==> src/dummy_pkg.sv <==
// --------------------------------------------------------------------------
// Dummy instruction inserter shared definitions. Holds the data types, the
// configuration register map, the RISC-V encodings of the dummy forms and
// the LFSR feedback mask
// --------------------------------------------------------------------------
`default_nettype none

package dummy_pkg;

  typedef logic [31:0] word_t;
  typedef logic [31:0] instr_t;
  typedef logic [4:0]  reg_addr_t;
  typedef logic [3:0]  dummy_freq_t;
  typedef logic [6:0]  gap_t;
  typedef logic [3:0]  axil_addr_t;

  // The bus address carries one bit above the register window
  localparam int unsigned AXIL_ADDR_W = 5;

  typedef struct packed {
    logic                   awvalid;
    logic [AXIL_ADDR_W-1:0] awaddr;
    logic                   wvalid;
    word_t                  wdata;
    logic                   bready;
  } axil_wr_req_t;

  typedef struct packed {
    logic       awready;
    logic       wready;
    logic       bvalid;
    logic [1:0] bresp;
  } axil_wr_rsp_t;

  typedef struct packed {
    logic        dummy_en;
    dummy_freq_t freq;
  } dummy_cfg_t;

  // One strobe per LFSR, bit 0 selects LFSR0
  typedef struct packed {
    logic [2:0] we;
    word_t      seed;
  } seed_wr_t;

  typedef struct packed {
    logic   valid;
    instr_t instr;
  } fetch_t;

  typedef struct packed {
    logic   valid;
    instr_t instr;
    logic   dummy;
    word_t  operand_a;
    word_t  operand_b;
  } issue_t;

  localparam axil_addr_t ADDR_CPUCTRL = 4'h0;
  localparam axil_addr_t ADDR_SEED0   = 4'h4;
  localparam axil_addr_t ADDR_SEED1   = 4'h8;
  localparam axil_addr_t ADDR_SEED2   = 4'hC;

  localparam logic [1:0] RESP_OKAY   = 2'b00;
  localparam logic [1:0] RESP_SLVERR = 2'b10;

  localparam logic [6:0] OPCODE_OP     = 7'b0110011;
  localparam logic [6:0] OPCODE_BRANCH = 7'b1100011;

  localparam logic [2:0] FUNCT3_ADD  = 3'b000;
  localparam logic [2:0] FUNCT3_AND  = 3'b111;
  localparam logic [2:0] FUNCT3_MUL  = 3'b000;
  localparam logic [2:0] FUNCT3_BLTU = 3'b110;

  localparam logic [6:0] FUNCT7_ADD = 7'b0000000;
  localparam logic [6:0] FUNCT7_AND = 7'b0000000;
  localparam logic [6:0] FUNCT7_MUL = 7'b0000001;

  localparam reg_addr_t REG_X0 = 5'd0;

  localparam word_t LFSR_TAPS = 32'h8000_0057;

endpackage

`default_nettype wire

==> src/axil_cfg_regs.sv <==
// --------------------------------------------------------------------------
// AXI4-Lite write slave for the dummy inserter. Decodes the control
// register and the three seed registers, one write outstanding at a time
// --------------------------------------------------------------------------
`timescale 1ns/1ns
`default_nettype none

module axil_cfg_regs (
  input  logic                    clk_i,
  input  logic                    rst_ni,
  input  dummy_pkg::axil_wr_req_t cfg_req,
  output dummy_pkg::axil_wr_rsp_t cfg_rsp,
  output dummy_pkg::dummy_cfg_t   cfg,
  output dummy_pkg::seed_wr_t     seed_wr
);

  import dummy_pkg::*;

  logic       accept;
  logic       in_window;
  logic       known;
  logic       ctrl_we;
  logic [2:0] seed_sel;
  axil_addr_t offset;

  logic       bvalid_q;
  logic [1:0] bresp_q;
  dummy_cfg_t cfg_q;

  // Address and data must arrive together, and the previous response must be gone
  assign accept = cfg_req.awvalid && cfg_req.wvalid && !bvalid_q;

  assign offset    = axil_addr_t'(cfg_req.awaddr[$bits(axil_addr_t)-1:0]);
  assign in_window = (cfg_req.awaddr[AXIL_ADDR_W-1:$bits(axil_addr_t)] == '0);

  always_comb begin
    known    = 1'b0;
    seed_sel = 3'b000;
    case (offset)
      ADDR_CPUCTRL: known = 1'b1;
      ADDR_SEED0: begin
        known    = 1'b1;
        seed_sel = 3'b001;
      end
      ADDR_SEED1: begin
        known    = 1'b1;
        seed_sel = 3'b010;
      end
      ADDR_SEED2: begin
        known    = 1'b1;
        seed_sel = 3'b100;
      end
      default: ;
    endcase
    // Anything outside the 16-byte window is an error and writes nothing
    if (!in_window) begin
      known    = 1'b0;
      seed_sel = 3'b000;
    end
  end

  assign ctrl_we = accept && known && (offset == ADDR_CPUCTRL);

  always_ff @(posedge clk_i) begin
    if (!rst_ni) begin
      bvalid_q <= 1'b0;
      cfg_q    <= '0;
    end else begin
      if (accept) begin
        bvalid_q <= 1'b1;
      end else if (cfg_req.bready) begin
        bvalid_q <= 1'b0;
      end
      if (ctrl_we) begin
        cfg_q.dummy_en <= cfg_req.wdata[0];
        cfg_q.freq     <= cfg_req.wdata[7:4];
      end
    end
  end

  always_ff @(posedge clk_i) begin
    if (accept) begin
      bresp_q <= known ? RESP_OKAY : RESP_SLVERR;
    end
  end

  assign cfg_rsp.awready = accept;
  assign cfg_rsp.wready  = accept;
  assign cfg_rsp.bvalid  = bvalid_q;
  assign cfg_rsp.bresp   = bresp_q;

  assign cfg = cfg_q;

  // The LFSR loads the seed at the edge that ends the accepting cycle
  assign seed_wr.we   = accept ? seed_sel : 3'b000;
  assign seed_wr.seed = cfg_req.wdata;

endmodule

`default_nettype wire

==> src/lfsr_reg.sv <==
// --------------------------------------------------------------------------
// One 32-bit Galois LFSR with seed load. Falls back to its default seed
// whenever the next state would be the all-zero lockup state
// --------------------------------------------------------------------------
`timescale 1ns/1ns
`default_nettype none

module lfsr_reg #(
  parameter dummy_pkg::word_t RESET_SEED = 32'h0000_0001
) (
  input  logic             clk_i,
  input  logic             rst_ni,
  input  logic             advance,
  input  logic             seed_we,
  input  dummy_pkg::word_t seed,
  output dummy_pkg::word_t value
);

  import dummy_pkg::*;

  word_t lfsr_q;
  word_t step;
  word_t candidate;
  word_t lfsr_d;

  // Right shift, with the feedback mask applied when a one falls out
  assign step = {1'b0, lfsr_q[31:1]} ^ (lfsr_q[0] ? LFSR_TAPS : '0);

  always_comb begin
    if (seed_we) begin
      candidate = seed;
    end else if (advance) begin
      candidate = step;
    end else begin
      candidate = lfsr_q;
    end
  end

  // Zero would never leave zero again, so recover to the default seed
  assign lfsr_d = (candidate == '0) ? RESET_SEED : candidate;

  always_ff @(posedge clk_i) begin
    if (!rst_ni) begin
      lfsr_q <= RESET_SEED;
    end else begin
      lfsr_q <= lfsr_d;
    end
  end

  assign value = lfsr_q;

endmodule

`default_nettype wire

==> src/dummy_scheduler.sv <==
// --------------------------------------------------------------------------
// Dummy scheduler. Loads a random gap from LFSR0 and counts issued normal
// instructions down to zero, where it asks for a dummy
// --------------------------------------------------------------------------
`timescale 1ns/1ns
`default_nettype none

module dummy_scheduler (
  input  logic                  clk_i,
  input  logic                  rst_ni,
  input  dummy_pkg::dummy_cfg_t cfg,
  input  dummy_pkg::word_t      lfsr0,
  input  logic                  issue_fire,
  input  logic                  issue_is_dummy,
  output logic                  dummy_due
);

  import dummy_pkg::*;

  dummy_cfg_t cfg_q;
  gap_t       count_q;
  gap_t       gap_mask;
  gap_t       new_gap;
  logic       cfg_changed;
  logic       normal_fire;
  logic       reload;

  // N is a power of two, so the modulo is a mask of N-1
  always_comb begin
    if (cfg.freq[3]) begin
      gap_mask = gap_t'(63);
    end else if (cfg.freq[2]) begin
      gap_mask = gap_t'(31);
    end else if (cfg.freq[1]) begin
      gap_mask = gap_t'(15);
    end else if (cfg.freq[0]) begin
      gap_mask = gap_t'(7);
    end else begin
      gap_mask = gap_t'(3);
    end
  end

  assign new_gap = (gap_t'(lfsr0[5:0]) & gap_mask) + gap_t'(1);

  assign normal_fire = issue_fire && !issue_is_dummy;
  assign cfg_changed = (cfg != cfg_q);

  // Enabling or retuning restarts the gap, as does every issued dummy
  assign reload = cfg.dummy_en && (cfg_changed || (issue_fire && issue_is_dummy));

  always_ff @(posedge clk_i) begin
    if (!rst_ni) begin
      cfg_q   <= '0;
      count_q <= '0;
    end else begin
      cfg_q <= cfg;
      if (reload) begin
        // A normal word issued in the enabling cycle already uses up one slot
        count_q <= new_gap - (normal_fire ? gap_t'(1) : gap_t'(0));
      end else if (normal_fire && count_q != '0) begin
        count_q <= count_q - gap_t'(1);
      end
    end
  end

  assign dummy_due = cfg.dummy_en && !cfg_changed && (count_q == '0);

endmodule

`default_nettype wire

==> src/dummy_issue_stage.sv <==
// --------------------------------------------------------------------------
// Issue stage. One output register that takes either the fetched word or a
// dummy built from LFSR0, with LFSR1 and LFSR2 as its operands
// --------------------------------------------------------------------------
`timescale 1ns/1ns
`default_nettype none

module dummy_issue_stage (
  input  logic              clk_i,
  input  logic              rst_ni,
  input  dummy_pkg::fetch_t fetch_in,
  output logic              fetch_ready,
  input  logic              dummy_due,
  input  dummy_pkg::word_t  lfsr0,
  input  dummy_pkg::word_t  lfsr1,
  input  dummy_pkg::word_t  lfsr2,
  output dummy_pkg::issue_t issue_out,
  input  logic              issue_ready,
  output logic              issue_fire,
  output logic              issue_is_dummy
);

  import dummy_pkg::*;

  issue_t     out_q;
  issue_t     out_d;
  instr_t     dummy_instr;
  reg_addr_t  rs1;
  reg_addr_t  rs2;
  logic [6:0] opcode;
  logic [2:0] funct3;
  logic [6:0] funct7;
  logic       can_load;
  logic       insert_dummy;
  logic       fetch_fire;
  logic       load_en;

  assign rs1 = lfsr0[6:2];
  assign rs2 = lfsr0[11:7];

  always_comb begin
    case (lfsr0[1:0])
      2'd0: begin
        opcode = OPCODE_OP;
        funct3 = FUNCT3_ADD;
        funct7 = FUNCT7_ADD;
      end
      2'd1: begin
        opcode = OPCODE_OP;
        funct3 = FUNCT3_AND;
        funct7 = FUNCT7_AND;
      end
      2'd2: begin
        opcode = OPCODE_OP;
        funct3 = FUNCT3_MUL;
        funct7 = FUNCT7_MUL;
      end
      default: begin
        // BLTU with a zero immediate, which leaves all imm fields clear
        opcode = OPCODE_BRANCH;
        funct3 = FUNCT3_BLTU;
        funct7 = 7'b0000000;
      end
    endcase
  end

  // R-type layout; for the branch, rd sits where imm[4:1|11] would be
  assign dummy_instr = {funct7, rs2, rs1, funct3, REG_X0, opcode};

  assign can_load     = !out_q.valid || issue_ready;
  assign insert_dummy = dummy_due && can_load;
  assign fetch_ready  = can_load && !dummy_due;
  assign fetch_fire   = fetch_in.valid && fetch_ready;
  assign load_en      = insert_dummy || fetch_fire;

  // Operands only mean something on a dummy entry
  always_comb begin
    out_d.valid     = 1'b1;
    out_d.dummy     = insert_dummy;
    out_d.instr     = insert_dummy ? dummy_instr : fetch_in.instr;
    out_d.operand_a = lfsr1;
    out_d.operand_b = lfsr2;
  end

  always_ff @(posedge clk_i) begin
    if (!rst_ni) begin
      out_q.valid <= 1'b0;
    end else if (load_en) begin
      out_q <= out_d;
    end else if (issue_ready) begin
      out_q.valid <= 1'b0;
    end
  end

  assign issue_out      = out_q;
  assign issue_fire     = load_en;
  assign issue_is_dummy = insert_dummy;

endmodule

`default_nettype wire

==> src/dummy_insert_top.sv <==
// --------------------------------------------------------------------------
// Dummy instruction inserter top level. Ties the AXI4-Lite configuration,
// the three LFSRs, the scheduler and the issue stage together
// --------------------------------------------------------------------------
`timescale 1ns/1ns
`default_nettype none

module dummy_insert_top #(
  parameter dummy_pkg::word_t LFSR0_SEED = 32'h0000_0001,
  parameter dummy_pkg::word_t LFSR1_SEED = 32'h0000_0002,
  parameter dummy_pkg::word_t LFSR2_SEED = 32'h0000_0003
) (
  input  logic                    clk_i,
  input  logic                    rst_ni,
  input  dummy_pkg::axil_wr_req_t cfg_req,
  output dummy_pkg::axil_wr_rsp_t cfg_rsp,
  input  dummy_pkg::fetch_t       fetch_in,
  output logic                    fetch_ready,
  output dummy_pkg::issue_t       issue_out,
  input  logic                    issue_ready
);

  import dummy_pkg::*;

  dummy_cfg_t cfg;
  seed_wr_t   seed_wr;
  word_t      lfsr0;
  word_t      lfsr1;
  word_t      lfsr2;
  logic       dummy_due;
  logic       issue_fire;
  logic       issue_is_dummy;

  axil_cfg_regs i_cfg_regs (
    .clk_i   (clk_i),
    .rst_ni  (rst_ni),
    .cfg_req (cfg_req),
    .cfg_rsp (cfg_rsp),
    .cfg     (cfg),
    .seed_wr (seed_wr)
  );

  // All three step together, once per dummy that loads into the output register
  lfsr_reg #(.RESET_SEED(LFSR0_SEED)) i_lfsr0 (
    .clk_i   (clk_i),
    .rst_ni  (rst_ni),
    .advance (issue_is_dummy),
    .seed_we (seed_wr.we[0]),
    .seed    (seed_wr.seed),
    .value   (lfsr0)
  );

  lfsr_reg #(.RESET_SEED(LFSR1_SEED)) i_lfsr1 (
    .clk_i   (clk_i),
    .rst_ni  (rst_ni),
    .advance (issue_is_dummy),
    .seed_we (seed_wr.we[1]),
    .seed    (seed_wr.seed),
    .value   (lfsr1)
  );

  lfsr_reg #(.RESET_SEED(LFSR2_SEED)) i_lfsr2 (
    .clk_i   (clk_i),
    .rst_ni  (rst_ni),
    .advance (issue_is_dummy),
    .seed_we (seed_wr.we[2]),
    .seed    (seed_wr.seed),
    .value   (lfsr2)
  );

  dummy_scheduler i_scheduler (
    .clk_i          (clk_i),
    .rst_ni         (rst_ni),
    .cfg            (cfg),
    .lfsr0          (lfsr0),
    .issue_fire     (issue_fire),
    .issue_is_dummy (issue_is_dummy),
    .dummy_due      (dummy_due)
  );

  dummy_issue_stage i_issue_stage (
    .clk_i          (clk_i),
    .rst_ni         (rst_ni),
    .fetch_in       (fetch_in),
    .fetch_ready    (fetch_ready),
    .dummy_due      (dummy_due),
    .lfsr0          (lfsr0),
    .lfsr1          (lfsr1),
    .lfsr2          (lfsr2),
    .issue_out      (issue_out),
    .issue_ready    (issue_ready),
    .issue_fire     (issue_fire),
    .issue_is_dummy (issue_is_dummy)
  );

endmodule

`default_nettype wire

==> config.mk <==
export PLATFORM = sky130hd
export DESIGN_NAME = dummy_insert_top
export DESIGN_NICKNAME = d
export VERILOG_FILES = /design/src/dummy_pkg.sv /design/src/axil_cfg_regs.sv /design/src/lfsr_reg.sv /design/src/dummy_scheduler.sv /design/src/dummy_issue_stage.sv /design/src/dummy_insert_top.sv
export SDC_FILE = /design/constraint.sdc
export NUM_CORES = 1
export LEC_CHECK = 0
export CAP_MARGIN = 20
export CORE_MARGIN = 2
export CORE_UTILIZATION = 38
export CTS_CLUSTER_SIZE = 12
export DETAILED_ROUTE_END_ITERATION = 8
export DONT_BUFFER_PORTS = 1
export GPL_TIMING_DRIVEN = 0
export PLACE_DENSITY_LB_ADDON = 0.1
export SETUP_SLACK_MARGIN = 0.1
export SLEW_MARGIN = 40
export SYNTH_ARGS = -nofsm -noshare
export SYNTH_HDL_FRONTEND = slang
export SYNTH_HIERARCHICAL = 1
export SYNTH_SLANG_ARGS = --single-unit
==> constraint.sdc <==
create_clock -name clk_i -period 5.39 [get_ports clk_i]
set_input_delay 1.078 -clock clk_i [delete_from_list [all_inputs] [get_ports clk_i]]
set_output_delay 1.078 -clock clk_i [all_outputs]
set_load 0.02 [all_outputs]
Word level (Yosys, flattened, before mapping)
Cells that the tools add are included. Widths: inputs -> output; s select.

Bitwise gates (word level): 5. Div/mod/pow operators: 0. $lt $le $gt $ge: 0. $add $sub $neg: 3. Reductions and logical operators: 38. Shift-type cells: 0. Multipliers: 0. Muxes and demuxes: 30. Equal/unequal tests: 6.

Operators by type and width (count): $mux 32 (10); $logic_not 32->1 (3); $xor 31x32->32 (3); $mux 7 (6); $logic_and 1x1->1 (13); $mux 3 (3); $pmux 3 s3 (1); $eq 4x4->1 const B (2); $mux 1 (8); $reduce_or 2->1 (4); $add 7x1->7 const B (1); $and 6x7->7 (1); $logic_not 7->1 (1); $reduce_bool 7->1 (1); $sub 7x1->7 const B (1); $sub 7x7->7 (1); $pmux 3 s2 (1); $reduce_bool 2->1 (3); $logic_not 1->1 (5); $ne 5x5->1 (1); $eq 4x3->1 const B (1); $logic_not 4->1 (1); $reduce_or 4->1 (1); $logic_or 1x1->1 (3); 7 further kinds (7).

Register bits: 214. Word-level logic and storage cells: 98. Input bits: 76. Memory bits (writable): 0. Output and inout port bits: 104. Memories: 0. Memory bits (read-only): 0. Bits in latches: 0.

Logic depth before layout (Yosys ltp)
Depth in word-level cells: 12. Gate-level depth with buffers: 17. Depth with buffers taken out: 17.

Cells and area by module
The synthesis kept the hierarchy.

By module, submodules not included: dummy_issue_stage (area an instance 3358.2 µm², instances 1, cells an instance 145, seq. area each 2932.8 µm²); lfsr_reg at i_lfsr1 (area an instance 1700.4 µm², instances 1, cells an instance 161, seq. area each 640.6 µm²); lfsr_reg at i_lfsr2 (area an instance 1697.9 µm², instances 1, cells an instance 165, seq. area each 640.6 µm²); lfsr_reg at i_lfsr0 (area an instance 1667.8 µm², instances 1, cells an instance 177, seq. area each 640.6 µm²); dummy_scheduler (area an instance 849.6 µm², instances 1, cells an instance 94, seq. area each 240.2 µm²); axil_cfg_regs (area an instance 610.6 µm², instances 1, cells an instance 72, seq. area each 150.1 µm²).

Worst setup path after synthesis
OpenSTA, ideal clock, no wires.

Path type: register to register. Start point: register i_scheduler.count_q[0]. End point: register i_issue_stage.out_q, in the netlist i_issue_stage/issue_out[0] (enable). Path slack: 929 ps. Cell stages (with the launch flop): 9. Period minus slack after synthesis: 4461 ps. Arrival: 3994 ps. Setup time: 467 ps. Path through: dfxtp_1 > inv_1 > ha_1 > nor2b_1 > nand3_1 > nor3_1 > nor2_1 > nor2_1 > and2_1.

Cells in the longest elaborated chain, start to end: 7. Elaborated cells on any way between the ends: 8. Those cells by class: reduce/logical (8).

RTL lines: start: declaration (RTL line dummy_scheduler.sv:21) `gap_t count_q;`; start signal: assignment (RTL line dummy_scheduler.sv:59) `count_q <= new_gap - (normal_fire ? gap_t'(1) : gap_t'(0));`; start signal: assignment (RTL line dummy_scheduler.sv:61) `count_q <= count_q - gap_t'(1);`; $logic_not 7->1 * (RTL line dummy_scheduler.sv:66) `assign dummy_due = cfg.dummy_en && !cfg_changed && (count_q == '0);`; $logic_and 1x1->1 * (RTL line dummy_scheduler.sv:66); named net dummy_due (RTL line dummy_insert_top.sv:30) `logic dummy_due;`; $logic_not 1->1 (RTL line dummy_issue_stage.sv:72) `assign fetch_ready = can_load && !dummy_due;`; $logic_and 1x1->1 (RTL line dummy_issue_stage.sv:72); $logic_and 1x1->1 (RTL line dummy_issue_stage.sv:73) `assign fetch_fire = fetch_in.valid && fetch_ready;`; $logic_or 1x1->1 * (RTL line dummy_issue_stage.sv:74) `assign load_en = insert_dummy || fetch_fire;`; named net issue_fire (RTL line dummy_insert_top.sv:31) `logic issue_fire;`; $reduce_and 2->1 (no source line) *; end signal: assignment (RTL line dummy_issue_stage.sv:89) `out_q <= out_d;`; end: declaration (RTL line dummy_issue_stage.sv:25) `issue_t out_q;`.

The timed path passes the listed nets; every way through them passes the cells marked *. A chain may end at the register's enable or synchronous reset.

Worst setup path in the final report
Start point: register i_scheduler.count_q[1]. End point: register i_lfsr0.lfsr_q[0], in the netlist i_lfsr0/value[0].

Cells in the longest elaborated chain, start to end: 7.

RTL lines: $logic_not 7->1 * (RTL line dummy_scheduler.sv:66); $logic_and 1x1->1 * (RTL line dummy_scheduler.sv:66); named net dummy_due (RTL line dummy_insert_top.sv:30); $logic_and 1x1->1 * (RTL line dummy_issue_stage.sv:71) `assign insert_dummy = dummy_due && can_load;`; named net issue_is_dummy (RTL line dummy_insert_top.sv:32) `logic issue_is_dummy;`; $mux 32 * (RTL line lfsr_reg.sv:32) `end else if (advance) begin`; $mux 32 * (RTL line lfsr_reg.sv:30) `if (seed_we) begin`; $logic_not 32->1 (RTL line lfsr_reg.sv:40) `assign lfsr_d = (candidate == '0) ? RESET_SEED : candidate;`; $reduce_or 2->1 (no source line); end signal: assignment (RTL line lfsr_reg.sv:46) `lfsr_q <= lfsr_d;`; end: declaration (RTL line lfsr_reg.sv:21) `word_t lfsr_q;`.

Marks and branches as above.

==> run summary <==
CTS Sinks: 213
Clk_lat worst skew: 520 ps
Fin crit period: 4111 ps
Synthesized area per cell: 12.14 um^2
CP Class: reg -> reg
Register share of total power: 49.2%
Seq cells post-synth: 213
Iter 0 DRT Violations: 282
Switching share of total power: 24.33%
Pwr dens: 332.3 nW/um^2
DR WL met3: 1340 um
Gpl congestion: 0.8220
CP Capture Type: flip-flop
Total setup buffers inserted after CTS: 0
Final setup viols: 0
Maximum VDD drop: 0.0001939 V
Dominant cell type by area after synthesis: edfxtp_1
Overall Global Routing Usage: 17.97%
Initial antenna violation count: 0
Initial Utilization: 38.37%
Top-count cell post-synth: dfxtp_1
Post-synth cell types: 55
Hold-fix buffers, CTS: 0
Worst-path clk slew: 60 ps
Most common flop cell mapped by yosys: dfxtp_1
RSZ-0062 raised after global routing: no
Wl on met1: 11220 um
Die X: 165.3 um
Final hold slack: 438.1 ps
Max Used Layer: met4
Most instantiated cells after synthesis: 115 x dfxtp_1, 98 x edfxtp_1, 96 x mux2i_1
Status: finished, final reports clean
Worst-path cell chain: inv_1, ha_1, nor2b_1, nand3_1, nor3_2, nand2b_4, inv_2, buf_6, buf_6, mux2_1, mux2i_1, nand4_1, or4_1, nor4_2, a41o_1
Bufs on Longest Clock Path: 3
WP buf/inv: 4
Core Region: 25760 um^2
Global route total overflow: 0
Worst path slowest cell: or4_1
Placed cells: 1151
Int Pwr: 2792 uW
Die height: 165.3 um
Post-detailed-route wirelength per cell: 20.83 um
Clock skew: 12.18 ps
Diode count: 0
# port buffers: 0
Final wirelength: 24940 um
Vias in the first global route: 6234
Startpoint Class: flip-flop
Placement-stage worst setup slack: 1004 ps
DRT antenna net count: 0
CTS Root Cell: clkbuf_16
CP Data Arrival Time: 4570 ps
Num CTS Buffers: 25
Layout cells sized above 1: 19.84%
Critical Path Fanout Max: 11
LEAKAGE: 0.004150 uW
Max-cap violations: 0
CTS tree: built
HPWL after DPL: 18660 um
Synthesized cell area: 9884 um^2
Row cnt: 59
Top cells by area, synth: edfxtp_1 30%, dfxtp_1 23%, mux2i_1 9.7%
CTS H-tree depth: 1
Clock power frac: 42.7%
Pre-Repair DR Iteration Count: 5
I/O Pins: 180
Most Frequent Cell on Critical Path: buf_6
Pwr Total: 3689 uW
Vias per cell: 5.087
WP data required: 5850 ps
Relative slew slack: 62.04%
Vias: 6089
Post-synth top area share: 29.77%
Pin count of the biggest net entering global routing: 47
Switch Pwr: 897.4 uW
Syn Inst Count: 814
Slew @ Worst Pin: 569.4 ps
Final worst slack: 1279 ps
Sequential share of the synthesized area: 53.06%
Worst path max stage delay: 560 ps
Die area: 27320 um^2
Placed Instance Area: 10350 um^2
Met2 wire len: 11900 um
Cell family with most CP delay: simple AND/OR/NAND/NOR gates
HP Class: reg -> reg
Post-synth ARST share: 0%
Final #Nets: 927
Final non-filler cell total: 1197
Total nets after synthesis: 898
Final period utilization: 76.28%
Post-CTS resize count: 0
Final hold violation count: 0
# DRC: 0
Maximum clock frequency: 243.2 MHz
Final instance area: 11100 um^2
Yosys Warn Count: 6
Max-slew violation count: 0
Global-route wire length before repair: 37010 um
EDFF count, synth: 98
Comb pwr share: 8.1%
Area delta synth->final: 12.30%
## cell families (layout without fill, tap and decap cells)
logic type,after synthesis,count (layout),synth area share [%]
XOR/XNOR,28,28,2.481
AND/OR/NAND/NOR,234,234,14.13
flip-flops,213,213,53.06
buffers and inverters,92,140,5.886
AO/OA/AOI/OAI,62,62,4.101
other,1,1,0.03794
multiplexers,176,176,19.29
adder cells (fa/ha/maj),8,8,1.013
## sequential cells by signal, indices dropped and copies added (netlist names)
name / flops
i_cfg_regs/bvalid_q: 1
i_scheduler/count_q: 7
i_issue_stage/issue_out: 98
i_lfsr2/value: 32
i_lfsr0/value: 32
i_cfg_regs/cfg: 5
i_scheduler/cfg_q: 5
i_cfg_regs/bresp_q: 1
i_lfsr1/value: 32
## through the flow
stage                     util, %  setup TNS (ps)
after floorplan                 -               0
after global placement      39.99          -39410
after detailed placement    40.16               0
after CTS                   43.07               0
after global routing        43.09               0
final                       43.09               0
## worst paths after layout
kind | endpoint | startpoint | cells past startpoint | slack (ps)
setup / recovery | i_lfsr0/value[0] | i_scheduler/count_q[1] | 15 | 1280
hold / removal | i_issue_stage/issue_out[0] | i_lfsr2/value[0] | 0 | 440
setup reg to reg | i_lfsr0/value[0] | i_scheduler/count_q[1] | 15 | 1280
hold reg to reg | i_issue_stage/issue_out[0] | i_lfsr2/value[0] | 0 | 440
## routing by layer
| layer | vias to the layer above | GRT usage [%] |
|---|---|---|
| li1 | 2909 | - |
| met1 | 2992 | 23.87 |
| met2 | 145 | 29.87 |
| met3 | 43 | 3.821 |
| met4 | 0 | 4.545 |
| met5 | - | 0 |
## power by group through the flow
stage                     sequential [uW]  combinational [uW]  clock (uW)
after floorplan                      1840                 231           0
after global routing                 1820                 330        1680
after detailed placement             1850                 299           0
after global placement               1860                 286           0
final                                1820                 299        1570
after CTS                            1820                 300        1610
## worst register-to-register path, cell delays in order, from the launching register on
cell,delay [ps]
dfxtp_1,310
inv_1,90
ha_1,170
nor2b_1,430
nand3_1,150
nor3_2,410
nand2b_4,130
inv_2,290
buf_6,210
buf_6,180
mux2_1,330
mux2i_1,210
nand4_1,140
or4_1,560
nor4_2,200
a41o_1,240
## cell usage in the layout (no fill, tap or decap), types with 20 or more instances in the layout
master	instances
and2_1	30
and2b_1	20
buf_4	37
clkbuf_1	32
clkbuf_16	25
dfxtp_1	115
edfxtp_1	98
mux2_2	53
mux2i_1	96
nand2_1	42
nor2_1	24
nor2b_1	64
## final cells by class
| type | instances | area (um^2) |
|---|---|---|
| Fill cell | 2387 | 14660 |
| Multi-Input combinational cell | 509 | 4065 |
| Clock inverter | 11 | 86.33 |
| Sequential cell | 213 | 5245 |
| Buffer | 81 | 540.5 |
| Tap cell | 335 | 419.2 |
| Timing Repair Buffer | 2 | 40.04 |
| Inverter | 11 | 41.29 |
| Clock buffer | 35 | 663.1 |
(Power assumes the default switching activity.)
